## config.mk

```make
export PLATFORM = sky130hd
export DESIGN_NAME = eye_tracker_top
export DESIGN_NICKNAME = d
export VERILOG_FILES = /design/src/hw/report_pkg.sv /design/src/hw/cam_pkg.sv /design/src/hw/eye_tracker_top.sv /design/src/hw/uart_tx.sv /design/src/hw/report_sender.sv /design/src/hw/centroid_accum.sv /design/src/hw/cam_input.sv
export SDC_FILE = /design/constraint.sdc
export NUM_CORES = 1
export LEC_CHECK = 0
export ABC_AREA = 0
export BUFFER_PORTS_ARGS = -buffer_cell sky130_fd_sc_hd__buf_4
export CAP_MARGIN = 30
export CORE_ASPECT_RATIO = 0.8
export CORE_MARGIN = 2
export CORE_UTILIZATION = 56
export CTS_BUF_LIST = sky130_fd_sc_hd__clkbuf_4 sky130_fd_sc_hd__clkbuf_8 sky130_fd_sc_hd__clkbuf_16
export DETAILED_ROUTE_END_ITERATION = 12
export PLACE_DENSITY_LB_ADDON = 0.25
export SLEW_MARGIN = 15
export SYNTH_ARGS = -nofsm -noshare
export SYNTH_HDL_FRONTEND = slang
export SYNTH_SLANG_ARGS = --single-unit
```

## constraint.sdc

```tcl
create_clock -name cclk -period 16.2 [get_ports cclk]
set_input_delay 1.62 -clock cclk [delete_from_list [all_inputs] [get_ports cclk]]
set_output_delay 1.62 -clock cclk [all_outputs]
set_load 0.02 [all_outputs]
```

## src/hw/report_pkg.sv

```systemverilog
// ------------------------------
// Report and UART definitions
// Moment sum types, byte layout of the serial
// report and the UART bit timing in camera clocks
// ------------------------------
`default_nettype none

package report_pkg;

    // Moment sums -------------------
    localparam int SUM_S_BITS  = 20;
    localparam int SUM_SX_BITS = 28;
    localparam int SUM_SY_BITS = 28;

    typedef logic [SUM_S_BITS-1:0]  sum_s_t;
    typedef logic [SUM_SX_BITS-1:0] sum_sx_t;
    typedef logic [SUM_SY_BITS-1:0] sum_sy_t;

    // Report layout -----------------
    // Sync byte, then count, x sum and y sum, MSB first
    localparam int S_FIELD_BITS  = 24;
    localparam int SX_FIELD_BITS = 32;
    localparam int SY_FIELD_BITS = 32;

    localparam int unsigned REPORT_BYTES = 12;
    localparam int REPORT_BITS  = REPORT_BYTES * 8;

    typedef logic [7:0]             byte_t;
    typedef logic [3:0]             byte_idx_t;
    typedef logic [REPORT_BITS-1:0] report_t;

    localparam byte_t REPORT_SYNC = 8'hA5;

    // UART timing -------------------
    localparam logic [15:0] CLKS_PER_BIT    = 16'd217;  // 230400 baud at 50 MHz
    localparam int          UART_FRAME_BITS = 10;       // Start, 8 data, stop

endpackage

`default_nettype wire

```

## src/hw/cam_pkg.sv

```systemverilog
// ------------------------------
// Camera side definitions
// Pixel and coordinate types plus the fixed
// Camera Link qualifier polarities, shared by
// the input stage and the centroid logic
// ------------------------------
`default_nettype none

package cam_pkg;

    // Widths ------------------------
    localparam int PIXEL_BITS = 8;
    localparam int COORD_BITS = 10;             // Up to 1024 columns or rows
    localparam int BEAT_BITS  = COORD_BITS - 1; // Two pixels per beat

    typedef logic [PIXEL_BITS-1:0] pixel_t;
    typedef logic [COORD_BITS-1:0] coord_t;
    typedef logic [BEAT_BITS-1:0]  beat_t;

    // Qualifier polarity ------------
    // Compared against the raw pins, a match means active
    localparam logic FVAL_ACTIVE = 1'b1;
    localparam logic LVAL_ACTIVE = 1'b1;
    localparam logic DVAL_ACTIVE = 1'b0;        // Data valid is low on this camera

endpackage

`default_nettype wire
```

## src/hw/eye_tracker_top.sv

```systemverilog
// ------------------------------
// Eye tracker top level
// Camera input, pupil accumulation and the serial
// report, all in the camera clock domain
// ------------------------------
`default_nettype none

module eye_tracker_top
    import cam_pkg::*;
    import report_pkg::*;
(
    input  wire          cclk,
    input  wire          rst_n,
    input  wire          fval,
    input  wire          lval,
    input  wire          dval,
    input  wire pixel_t  data_l,
    input  wire pixel_t  data_r,
    input  wire pixel_t  threshold,
    output logic         uart_txd
);

    // Camera side
    logic    beat_valid;
    pixel_t  pix_l;
    pixel_t  pix_r;
    beat_t   beat_x;
    coord_t  row;
    logic    frame_end;

    // Result and report side
    logic    result_valid;
    sum_s_t  res_s;
    sum_sx_t res_sx;
    sum_sy_t res_sy;
    logic    busy;
    logic    tx_start;
    byte_t   tx_data;
    logic    tx_busy;

    cam_input u_cam_input (
        .cclk       (cclk),
        .rst_n      (rst_n),
        .fval       (fval),
        .lval       (lval),
        .dval       (dval),
        .data_l     (data_l),
        .data_r     (data_r),
        .beat_valid (beat_valid),
        .pix_l      (pix_l),
        .pix_r      (pix_r),
        .beat_x     (beat_x),
        .row        (row),
        .frame_end  (frame_end)
    );

    centroid_accum u_centroid_accum (
        .cclk         (cclk),
        .rst_n        (rst_n),
        .beat_valid   (beat_valid),
        .pix_l        (pix_l),
        .pix_r        (pix_r),
        .beat_x       (beat_x),
        .row          (row),
        .frame_end    (frame_end),
        .threshold    (threshold),
        .busy         (busy),       // Frames ending during a report are dropped
        .result_valid (result_valid),
        .res_s        (res_s),
        .res_sx       (res_sx),
        .res_sy       (res_sy)
    );

    report_sender u_report_sender (
        .cclk         (cclk),
        .rst_n        (rst_n),
        .result_valid (result_valid),
        .res_s        (res_s),
        .res_sx       (res_sx),
        .res_sy       (res_sy),
        .tx_busy      (tx_busy),
        .busy         (busy),
        .tx_start     (tx_start),
        .tx_data      (tx_data)
    );

    uart_tx u_uart_tx (
        .cclk     (cclk),
        .rst_n    (rst_n),
        .tx_start (tx_start),
        .tx_data  (tx_data),
        .tx_busy  (tx_busy),
        .uart_txd (uart_txd)
    );

endmodule

`default_nettype wire

```

## src/hw/uart_tx.sv

```systemverilog
// ------------------------------
// UART transmitter, 8N1
// One byte per tx_start, LSB first, each bit held
// for CLKS_PER_BIT camera clocks
// ------------------------------
`default_nettype none

module uart_tx
    import report_pkg::*;
(
    input  wire          cclk,
    input  wire          rst_n,
    input  wire          tx_start,
    input  wire byte_t   tx_data,
    output logic         tx_busy,
    output logic         uart_txd
);

    logic [$bits(CLKS_PER_BIT)-1:0]    clk_cnt;   // Cycles within a bit
    logic [$clog2(UART_FRAME_BITS)-1:0] bit_cnt;   // Bit within the frame
    logic [UART_FRAME_BITS-1:0]        shift_q;   // LSB is on the line

    assign uart_txd = shift_q[0];

    always_ff @(posedge cclk) begin
        if (!rst_n) begin
            tx_busy <= 1'b0;
            clk_cnt <= '0;
            bit_cnt <= '0;
            shift_q <= '1;                        // Line idles high
        end else if (!tx_busy) begin
            clk_cnt <= '0;
            bit_cnt <= '0;
            if (tx_start) begin
                shift_q <= {1'b1, tx_data, 1'b0}; // Stop, data, start
                tx_busy <= 1'b1;
            end
        end else if (clk_cnt == CLKS_PER_BIT - 1'b1) begin
            clk_cnt <= '0;
            if (bit_cnt == UART_FRAME_BITS - 1) begin
                tx_busy <= 1'b0;                  // Stop bit stays on the line
            end else begin
                bit_cnt <= bit_cnt + 1'b1;
                shift_q <= {1'b1, shift_q[UART_FRAME_BITS-1:1]};
            end
        end else begin
            clk_cnt <= clk_cnt + 1'b1;
        end
    end

endmodule

`default_nettype wire

```

## src/hw/report_sender.sv

```systemverilog
// ------------------------------
// Report sequencer
// Takes one frame's sums on result_valid and feeds
// the 12 report bytes to the UART one at a time.
// busy covers the whole transfer
// ------------------------------
`default_nettype none

module report_sender
    import report_pkg::*;
(
    input  wire           cclk,
    input  wire           rst_n,
    input  wire           result_valid,
    input  wire sum_s_t   res_s,
    input  wire sum_sx_t  res_sx,
    input  wire sum_sy_t  res_sy,
    input  wire           tx_busy,
    output logic          busy,
    output logic          tx_start,
    output byte_t         tx_data
);

    typedef enum logic [1:0] {
        idle,
        load,       // Hand the next byte to the UART
        wait_tx,    // Byte on the line
        done
    } state_t;

    state_t    state;
    report_t   report_sr;
    byte_idx_t byte_idx;

    assign busy     = (state != idle);
    assign tx_start = (state == load) && !tx_busy;
    assign tx_data  = report_sr[REPORT_BITS-1 -: $bits(byte_t)];   // Top byte goes next

    // FSM ---------------------------
    always_ff @(posedge cclk) begin
        if (!rst_n) begin
            state    <= idle;
            byte_idx <= '0;
        end else begin
            case (state)
                idle: begin
                    if (result_valid) begin
                        byte_idx <= '0;
                        state    <= load;
                    end
                end
                load: begin
                    if (!tx_busy) begin
                        state <= wait_tx;
                    end
                end
                wait_tx: begin
                    // UART has raised tx_busy by the first cycle here
                    if (!tx_busy) begin
                        if (byte_idx == byte_idx_t'(REPORT_BYTES - 1)) begin
                            state <= done;
                        end else begin
                            byte_idx <= byte_idx + byte_idx_t'(1);
                            state    <= load;
                        end
                    end
                end
                done:    state <= idle;
                default: state <= idle;
            endcase
        end
    end

    // Report shift register
    always_ff @(posedge cclk) begin
        if (state == idle && result_valid) begin
            report_sr <= {REPORT_SYNC,
                          S_FIELD_BITS'(res_s),
                          SX_FIELD_BITS'(res_sx),
                          SY_FIELD_BITS'(res_sy)};
        end else if (state == wait_tx && !tx_busy) begin
            report_sr <= {report_sr[REPORT_BITS-$bits(byte_t)-1:0], byte_t'(0)};
        end
    end

endmodule

`default_nettype wire

```

## src/hw/centroid_accum.sv

```systemverilog
// ------------------------------
// Pupil moment accumulator
// Counts pixels darker than the threshold and sums
// their x and y over a frame. Sums are latched at
// frame end unless the report path is still busy
// ------------------------------
`default_nettype none

module centroid_accum
    import cam_pkg::*;
    import report_pkg::*;
(
    input  wire          cclk,
    input  wire          rst_n,
    input  wire          beat_valid,
    input  wire pixel_t  pix_l,
    input  wire pixel_t  pix_r,
    input  wire beat_t   beat_x,
    input  wire coord_t  row,
    input  wire          frame_end,
    input  wire pixel_t  threshold,
    input  wire          busy,
    output logic         result_valid,
    output sum_s_t       res_s,
    output sum_sx_t      res_sx,
    output sum_sy_t      res_sy
);

    logic                dark_l;
    logic                dark_r;
    coord_t              x_l;
    coord_t              x_r;
    logic [1:0]          add_s;
    logic [COORD_BITS:0] add_sx;   // Two coordinates need one extra bit
    logic [COORD_BITS:0] add_sy;

    sum_s_t              acc_s;
    sum_sx_t             acc_sx;
    sum_sy_t             acc_sy;

    // Per beat terms ----------------
    assign dark_l = (pix_l < threshold);
    assign dark_r = (pix_r < threshold);   // Equal to threshold is not dark

    assign x_l = {beat_x, 1'b0};
    assign x_r = {beat_x, 1'b1};

    assign add_s  = {1'b0, dark_l} + {1'b0, dark_r};
    assign add_sx = (dark_l ? {1'b0, x_l} : '0) + (dark_r ? {1'b0, x_r} : '0);

    // Row counted once per dark pixel
    always_comb begin
        case ({dark_l, dark_r})
            2'b11:   add_sy = {row, 1'b0};
            2'b10,
            2'b01:   add_sy = {1'b0, row};
            default: add_sy = '0;
        endcase
    end

    // Accumulators ------------------
    always_ff @(posedge cclk) begin
        if (!rst_n) begin
            acc_s        <= '0;
            acc_sx       <= '0;
            acc_sy       <= '0;
            result_valid <= 1'b0;
        end else begin
            result_valid <= frame_end & ~busy;   // Dropped frame gives no pulse
            if (frame_end) begin
                acc_s  <= '0;
                acc_sx <= '0;
                acc_sy <= '0;
            end else if (beat_valid) begin
                acc_s  <= acc_s + sum_s_t'(add_s);
                acc_sx <= acc_sx + sum_sx_t'(add_sx);
                acc_sy <= acc_sy + sum_sy_t'(add_sy);
            end
        end
    end

    // Result latch, valid with result_valid
    always_ff @(posedge cclk) begin
        if (frame_end && !busy) begin
            res_s  <= acc_s;
            res_sx <= acc_sx;
            res_sy <= acc_sy;
        end
    end

endmodule

`default_nettype wire

```

## src/hw/cam_input.sv

```systemverilog
// ------------------------------
// Camera Link input stage
// Registers the tap data and qualifiers, maps them
// to active high and tracks beat and row position.
// Outputs lag the pins by one cycle
// ------------------------------
`default_nettype none

module cam_input
    import cam_pkg::*;
(
    input  wire          cclk,
    input  wire          rst_n,
    input  wire          fval,
    input  wire          lval,
    input  wire          dval,
    input  wire pixel_t  data_l,
    input  wire pixel_t  data_r,
    output logic         beat_valid,
    output pixel_t       pix_l,
    output pixel_t       pix_r,
    output beat_t        beat_x,
    output coord_t       row,
    output logic         frame_end
);

    logic fval_r;   // Active high after polarity
    logic lval_r;
    logic dval_r;
    logic fval_q;   // One cycle older, for edges
    logic lval_q;
    logic lval_fall;

    // Qualifier capture -------------
    always_ff @(posedge cclk) begin
        if (!rst_n) begin
            fval_r <= 1'b0;
            lval_r <= 1'b0;
            dval_r <= 1'b0;
            fval_q <= 1'b0;
            lval_q <= 1'b0;
        end else begin
            fval_r <= (fval == FVAL_ACTIVE);
            lval_r <= (lval == LVAL_ACTIVE);
            dval_r <= (dval == DVAL_ACTIVE);
            fval_q <= fval_r;
            lval_q <= lval_r;
        end
    end

    // Pixel data of both taps
    always_ff @(posedge cclk) begin
        pix_l <= data_l;
        pix_r <= data_r;
    end

    assign beat_valid = fval_r & lval_r & dval_r;
    assign lval_fall  = lval_q & ~lval_r;
    assign frame_end  = fval_q & ~fval_r;      // First cycle out of the frame

    // Position counters -------------
    always_ff @(posedge cclk) begin
        if (!rst_n) begin
            beat_x <= '0;
            row    <= '0;
        end else begin
            // Held at zero between lines, so each line starts at beat 0
            if (!lval_r) begin
                beat_x <= '0;
            end else if (beat_valid) begin
                beat_x <= beat_x + beat_t'(1);
            end

            if (!fval_r) begin
                row <= '0;                     // Ready for the next frame
            end else if (lval_fall) begin
                row <= row + coord_t'(1);
            end
        end
    end

endmodule

`default_nettype wire

```

==> metrics.txt, run 1 <==
status finished, final reports clean; I/O Pins 30; DR DRC count 0; Synthesis Warnings 0; post-DP HPWL approximately 17000 um; number of global-route vias before repair roughly 8900; CP Data Required Time 16670 ps; type of the worst setup path input port to flop; Final Non-Filler Cells 1587; root buf cell clkbuf_16; Crit path largest cell delay approximately 610 ps; antenna viol nets, final 0; Register Area about 8000 um^2; Iteration-0 DRC Markers between 600 and 700; Switching Fraction 0.203; Syn Nets around 1300; time the worst path needs with I/O delays and setup 6380 ps; post-route design area between 15000 and 20000 um^2; Multi-input gate area approximately 5600 um^2; core area 24400 um^2; post-place instance area approximately 14000 um^2; CTS Hold Bufs 0; register area share after synthesis 0.575; wire per inst 16.9 um; placed insts 1531; Starting Density 0.571; PwrDens between 100 and 150 nW/um^2; layout cells sized above 1 0.0914; flop-to-flop setup slack 10730 ps; Final setup violation count 0; Clock Path Buffers 3; die area ~26000 um^2; Yosys reg bits between 300 and 400; Num CTS Buffers 30; post-CTS sizing 0; Critical Path Source Type input port; pin slew with the least headroom to its limit around 1000 ps; Antenna Cells 0; NetSw 0.365 mW; CTS tree built; DRT Wirelength approximately 27000 um; Syn Std Cell Area roughly 14000 um^2; Fillers a little under 2000; sequential power share 0.506; All-Layer GR Usage 0.202; Pins Over Slew Limit 0; worst vdd ir around 0.079 mV; number of antenna violations at the first check in global routing 0; first-pass GRT wire length 44600 um; Crit path arrival time between 6000 and 7000 ps; Reg clk slew, reported paths roughly 60 ps; vias post-DR ~9000; number of synthesized flops with an enable pin 152; Congestion Overflow GR 0; CP Max Fanout 13; Leakage a little under 6 nW; chip width approximately 180 um; largest net degree at the start of global routing 86; Main synth FF type dfxtp_1; Tot Pwr 1.80 mW; CP Buf/Inv Count 2; Critical Path End Type flop; Top Family by Delay on Critical Path compound AO/OA/AOI/OAI gates; site row count 51; vias per cell between 5 and 6; average size of a mapped cell roughly 11 um^2; most frequent cells in the layout dfxtp_1, edfxtp_1, nor2_1, nand2_1, a22o_1; unrepaired setup endpoints after global routing false; fin crit share 0.394; DRT Pass-1 Iters 5; Max Cap Viol 0; placer's final routability congestion estimate ~0.88; Worst Hold Class flop to flop; clk_lat worst skew approximately 560 ps; port buffer count 29; Worst path slowest cell a21oi_1; nets@finish around 1300; Clk pwr share 0.449; Post-synth ARST share 0; commonest non-fill, non-tap cell in the layout dfxtp_1; Num Clock Sinks around 330; Mapped Cells between 1000 and 1500; Final Hold Vio Count 0; Die Y-Extent 145 um; Rel. slew slack 0.332; number of distinct library cells after synthesis just over 60; setup TNS 0 ps; H-tree levels 1; clk_skew slightly below 9 ps; Synth-to-Final Area Change 11.8%; Post-CTS Setup Inserts 0; crit-path cells buf_4, inv_1, ha_1, a21o_1, a21oi_1, o21ai_0, o41a_1, nor2b_1, ha_1, a21o_1, a21oi_1, o21ai_0, or4_1, o311ai_0, o21ai_0, ha_1, o21ai_0, a21oi_1, and4_1, o21ai_1, or3_1, a21oi_1; Logic pwr share 0.045; Max Clock Freq 0.157 GHz; Internal Power between 1 and 1.5 mW
-- state kept, by name, summed over array words and instances (netlist names), 2 cells and up --
name / count
u_cam_input.beat_x: 9
u_cam_input.pix_l: 8
u_cam_input.pix_r: 8
u_cam_input.row: 10
u_centroid_accum.acc_s: 20
u_centroid_accum.acc_sx: 28
u_centroid_accum.acc_sy: 28
u_centroid_accum.res_s: 20
u_centroid_accum.res_sx: 28
u_centroid_accum.res_sy: 28
u_report_sender.byte_idx: 4
u_report_sender.report_sr: 96
u_report_sender.state: 2
u_uart_tx.bit_cnt: 4
u_uart_tx.clk_cnt: 16
u_uart_tx.shift_q: 9
-- cell families (layout without fill, tap and decap cells) --
kind of cell,after synthesis,count (layout),share of synthesized area
and+or+nand+nor,386,386,0.138
DFF,325,325,0.575
AOI/OAI and AO/OA,264,264,0.138
xor gates and xnor gates,88,88,0.0552
buffers and inverters,88,126,0.0240
adders and majority gates,59,59,0.0550
muxes,21,21,0.0157
-- path summary, 6_finish.rpt --
check / end / depth (start not counted) / startpoint
min: u_centroid_accum.res_sx[27]$_DFFE_PP_ / 0 / u_centroid_accum.acc_sx[27]$_SDFFE_PP0P_
max: u_centroid_accum.acc_sx[27]$_SDFFE_PP0P_ / 22 / threshold[1]
max reg2reg: u_centroid_accum.acc_sx[27]$_SDFFE_PP0P_ / 20 / u_cam_input.pix_l[4]$_DFF_P_
min reg2reg: u_centroid_accum.res_sx[27]$_DFFE_PP_ / 0 / u_centroid_accum.acc_sx[27]$_SDFFE_PP0P_
-- cells in the mapped netlist (all sizes together), types with 3 or more instances --
cell type	n	area [um^2]
mux2	7	78.8
a211oi	7	52.6
nor2b	29	181
dfxtp	173	3460
o211ai	16	120
nand4	14	87.6
and2	20	125
mux2i	14	140
buf	12	50.1
o21ai	44	220
clkbuf	43	161
nand3b	3	22.5
a22o	84	736
ha	55	688
edfxtp	152	4560
nand2	98	373
or2	5	31.3
o21a	4	30.0
nor3	9	50.1
a2111oi	3	26.3
nor3b	3	22.5
a211o	7	61.3
nor2	112	420
a21oi	44	220
or3	11	68.8
xnor2	20	175
and4	8	70.1
or4	6	52.6
a21boi	4	30.0
o2111ai	13	114
o22a	4	35.0
xor2	68	596
fa	4	80.1
a21o	10	75.1
and3	18	113
nand2b	10	62.6
inv	33	124
a22oi	9	67.6
nand3	35	185
-- cell type report --
cell class	instances	share of cell area
repair buffers	37	0.0178
clock buffers	38	0.0535
inverters	33	0.00794
flip-flops and latches	325	0.514
clock inverters	18	0.0208
multi-input cells	818	0.360
well taps	318	0.0255
-- power by group through the flow --
stage	sequential (mW)	clock (mW)	combinational, mW
6_report	0.912	0.810	0.0809
5_1_grt	0.916	0.855	0.0900
4_1_cts	0.913	0.824	0.0825
3_5_place_dp	0.930	0	0.0817
3_3_place_gp	0.929	0	0.0787
2_1_floorplan	0.923	0	0.0605
-- through the flow --
stage                util  setup WS, ps  hold slack (ps)
finish              0.639          9820              456
global route        0.639          9220              474
global placement    0.591          9470              432
CTS                 0.639          9870              456
floorplan               -          9910              417
detailed placement  0.591          9290              440
-- metal layers --
layer	GRT usage	up-vias	part of all wire
li1	-	4526	-
met1	0.289	4491	0.47
met2	0.326	166	0.46
met3	0.0301	46	0.042
met4	0.0500	0	0.023
met5	0	-	0
Power figures use the tool's default switching activity.
==> run 2, diff against run 1 <==
==> constraint.sdc (replaced) <==
create_clock -name cclk -period 5.89 [get_ports cclk]
set_input_delay 0.589 -clock cclk [delete_from_list [all_inputs] [get_ports cclk]]
set_output_delay 0.589 -clock cclk [all_outputs]
set_load 0.02 [all_outputs]
==> metrics.txt, run 2 (same netlist as run 1, synthesis figures left out) <==
PwrDens just over 300 nW/um^2; worst vdd ir 0.217 mV; wire per inst ~16 um; Hold Startpoint data_r[3]; clk_skew approximately 17 ps; post-CTS sizing 0; vias post-DR between 9000 and 10000; Critical Path End Type flop; setup TNS 0 ps; crit-path cells ha_1, a21o_1, a21oi_1, o21ai_0, o41a_1, nor2b_1, ha_1, a21o_1, a21oi_1, o21ai_0, or4_1, o311ai_0, o21ai_0, ha_1, o21ai_0, a21oi_1, and4_1, o21ai_1, or3_1, a21oi_1; Fillers just under 2000; Starting Density 0.571; antenna viol nets, final 0; hold path cells 1; CTS tree built; root buf cell clkbuf_16; Finished Core Util 0.635; reg2reg end u_centroid_accum.acc_sx[27]$_SDFFE_PP0P_; worst setup margin just under 900 ps; number of global-route vias before repair 8767; largest net degree at the start of global routing between 80 and 90; commonest non-fill, non-tap cell in the layout dfxtp_1; H-tree levels 1; Synth-to-Final Area Change 11.1%; worst slack, placed between 400 and 500 ps; max reg flops between 90 and 100; DRT Pass-1 Iters 4; Worst Hold Class input port to flop; I/O Pins 30; Max Clock Freq approximately 0.2 GHz; Rel. slew slack 0.324; placer's final routability congestion estimate just under 0.9; Clock Path Buffers 3; Iteration-0 DRC Markers roughly 570; fin crit share 0.850; Worst path slowest cell o41a_1; Multi-input gate area 5630 um^2; Congestion Overflow GR 0; CP Data Required Time approximately 6400 ps; Crit path largest cell delay ~520 ps; CTS Hold Bufs 0; CP Buf/Inv Count 0; Die Y-Extent around 150 um; post-DP HPWL around 17000 um; CP Max Fanout 13; layout cells sized above 1 0.0928; first-pass GRT wire length between 40000 and 50000 um; Pins Over Slew Limit 0; Critical Path Source Type flop; Endpoint, Worst Hold u_cam_input.pix_r[3]$_DFF_P_; die area between 20000 and 30000 um^2; nets@finish about 1300; core area approximately 24000 um^2; Final Non-Filler Cells ~1600; Max Cap Viol 0; post-place instance area between 10000 and 15000 um^2; Num CTS Buffers 30; placed insts between 1500 and 2000; most frequent cells in the layout dfxtp_1, edfxtp_1, nor2_1, nand2_1, a22o_1; Num Clock Sinks around 330; r2r startpoint u_cam_input.pix_l[1]$_DFF_P_; Final setup violation count 0; DRT Wirelength 26000 um; post-route design area roughly 16000 um^2; Final Hold Vio Count 0; chip width 181 um; Top Family by Delay on Critical Path compound AO/OA/AOI/OAI gates; flop-to-flop setup slack 890 ps; All-Layer GR Usage 0.201; Leakage 5.73 nW; Post-CTS Setup Inserts 0; vias per cell 5.67; clk_lat worst skew ~560 ps; port buffer count 29; DR DRC count 0; Register Area between 8000 and 9000 um^2; Biggest register u_report_sender.report_sr; pin slew with the least headroom to its limit around 1000 ps; type of the worst setup path flop to flop; Reg clk slew, reported paths roughly 60 ps; number of antenna violations at the first check in global routing 0; Crit path arrival time 5490 ps; site row count approximately 50; worst-case reg-to-reg path depth 20; status finished, final reports clean; unrepaired setup endpoints after global routing false; Antenna Cells 0; time the worst path needs with I/O delays and setup ~5000 ps
[run 2: cell types whose count changed in the layout (fill, tap and decap cells not counted), sizes merged]
| cell | before | now |
|---|---|---|
| clkinv | 8 | 14 |
| bufinv | 9 | 3 |
| clkbuf | 38 | 37 |
| buf | 37 | 39 |
| clkinvlp | 1 | 2 |
[run 2: cell type report]
class                      instances  share of cell area
inverter                          33             0.00798
sequential                       325               0.517
tap                              318              0.0256
clock inverter                    19              0.0117
multi-input combinational        818               0.363
clock buffer                      37              0.0534
timing repair buffer              39              0.0214
[run 2: report_power, final]
group,switching [mW],internal (mW),leakage (nW),total [mW]
Combinational,0.122,0.104,2.50,0.226
Sequential,0.0513,2.46,2.73,2.51
Clock,0.821,1.13,0.503,1.95
[run 2: worst max path at each step]
stage                                 startpoint                                        to  slack, ps  cells past startpoint
floorplan                           threshold[4]  u_centroid_accum.acc_sx[27]$_SDFFE_PP0P_       1020                     23
global route        u_cam_input.pix_l[4]$_DFF_P_  u_centroid_accum.acc_sx[27]$_SDFFE_PP0P_        380                     22
CTS                 u_cam_input.pix_l[1]$_DFF_P_  u_centroid_accum.acc_sx[27]$_SDFFE_PP0P_        870                     20
finish              u_cam_input.pix_l[1]$_DFF_P_  u_centroid_accum.acc_sx[27]$_SDFFE_PP0P_        890                     20
detailed placement                  threshold[1]  u_centroid_accum.acc_sx[27]$_SDFFE_PP0P_        440                     22
global placement                    threshold[1]  u_centroid_accum.acc_sx[27]$_SDFFE_PP0P_        590                     24
[run 2: stage by stage]
| step | hold WS, ps | power [mW] |
|---|---|---|
| after CTS | 110 | 4.74 |
| final | 130 | 4.68 |
| after detailed placement | 445 | 2.78 |
| after floorplan | 417 | 2.70 |
| after global routing | 104 | 4.85 |
| after global placement | 439 | 2.77 |
[run 2: worst reg2reg max path, stage by stage, from the launching register on]
cell and delay [ps]:
dfxtp_1 300, ha_1 260, a21o_1 150, a21oi_1 160, o21ai_0 140, o41a_1 520
nor2b_1 200, ha_1 240, a21o_1 170, a21oi_1 200, o21ai_0 150, or4_1 400
o311ai_0 170, o21ai_0 200, ha_1 330, o21ai_0 90, a21oi_1 250, and4_1 360
o21ai_1 140, or3_1 360, a21oi_1 150
[run 2: per-layer routing]
metal  track usage  vias to the layer above  part of all wire
met5             0                        -                 0
met4        0.0435                        0             0.015
met3        0.0304                       32             0.045
met2         0.318                      152              0.45
met1         0.295                     4305              0.49
li1              -                     4527                 -
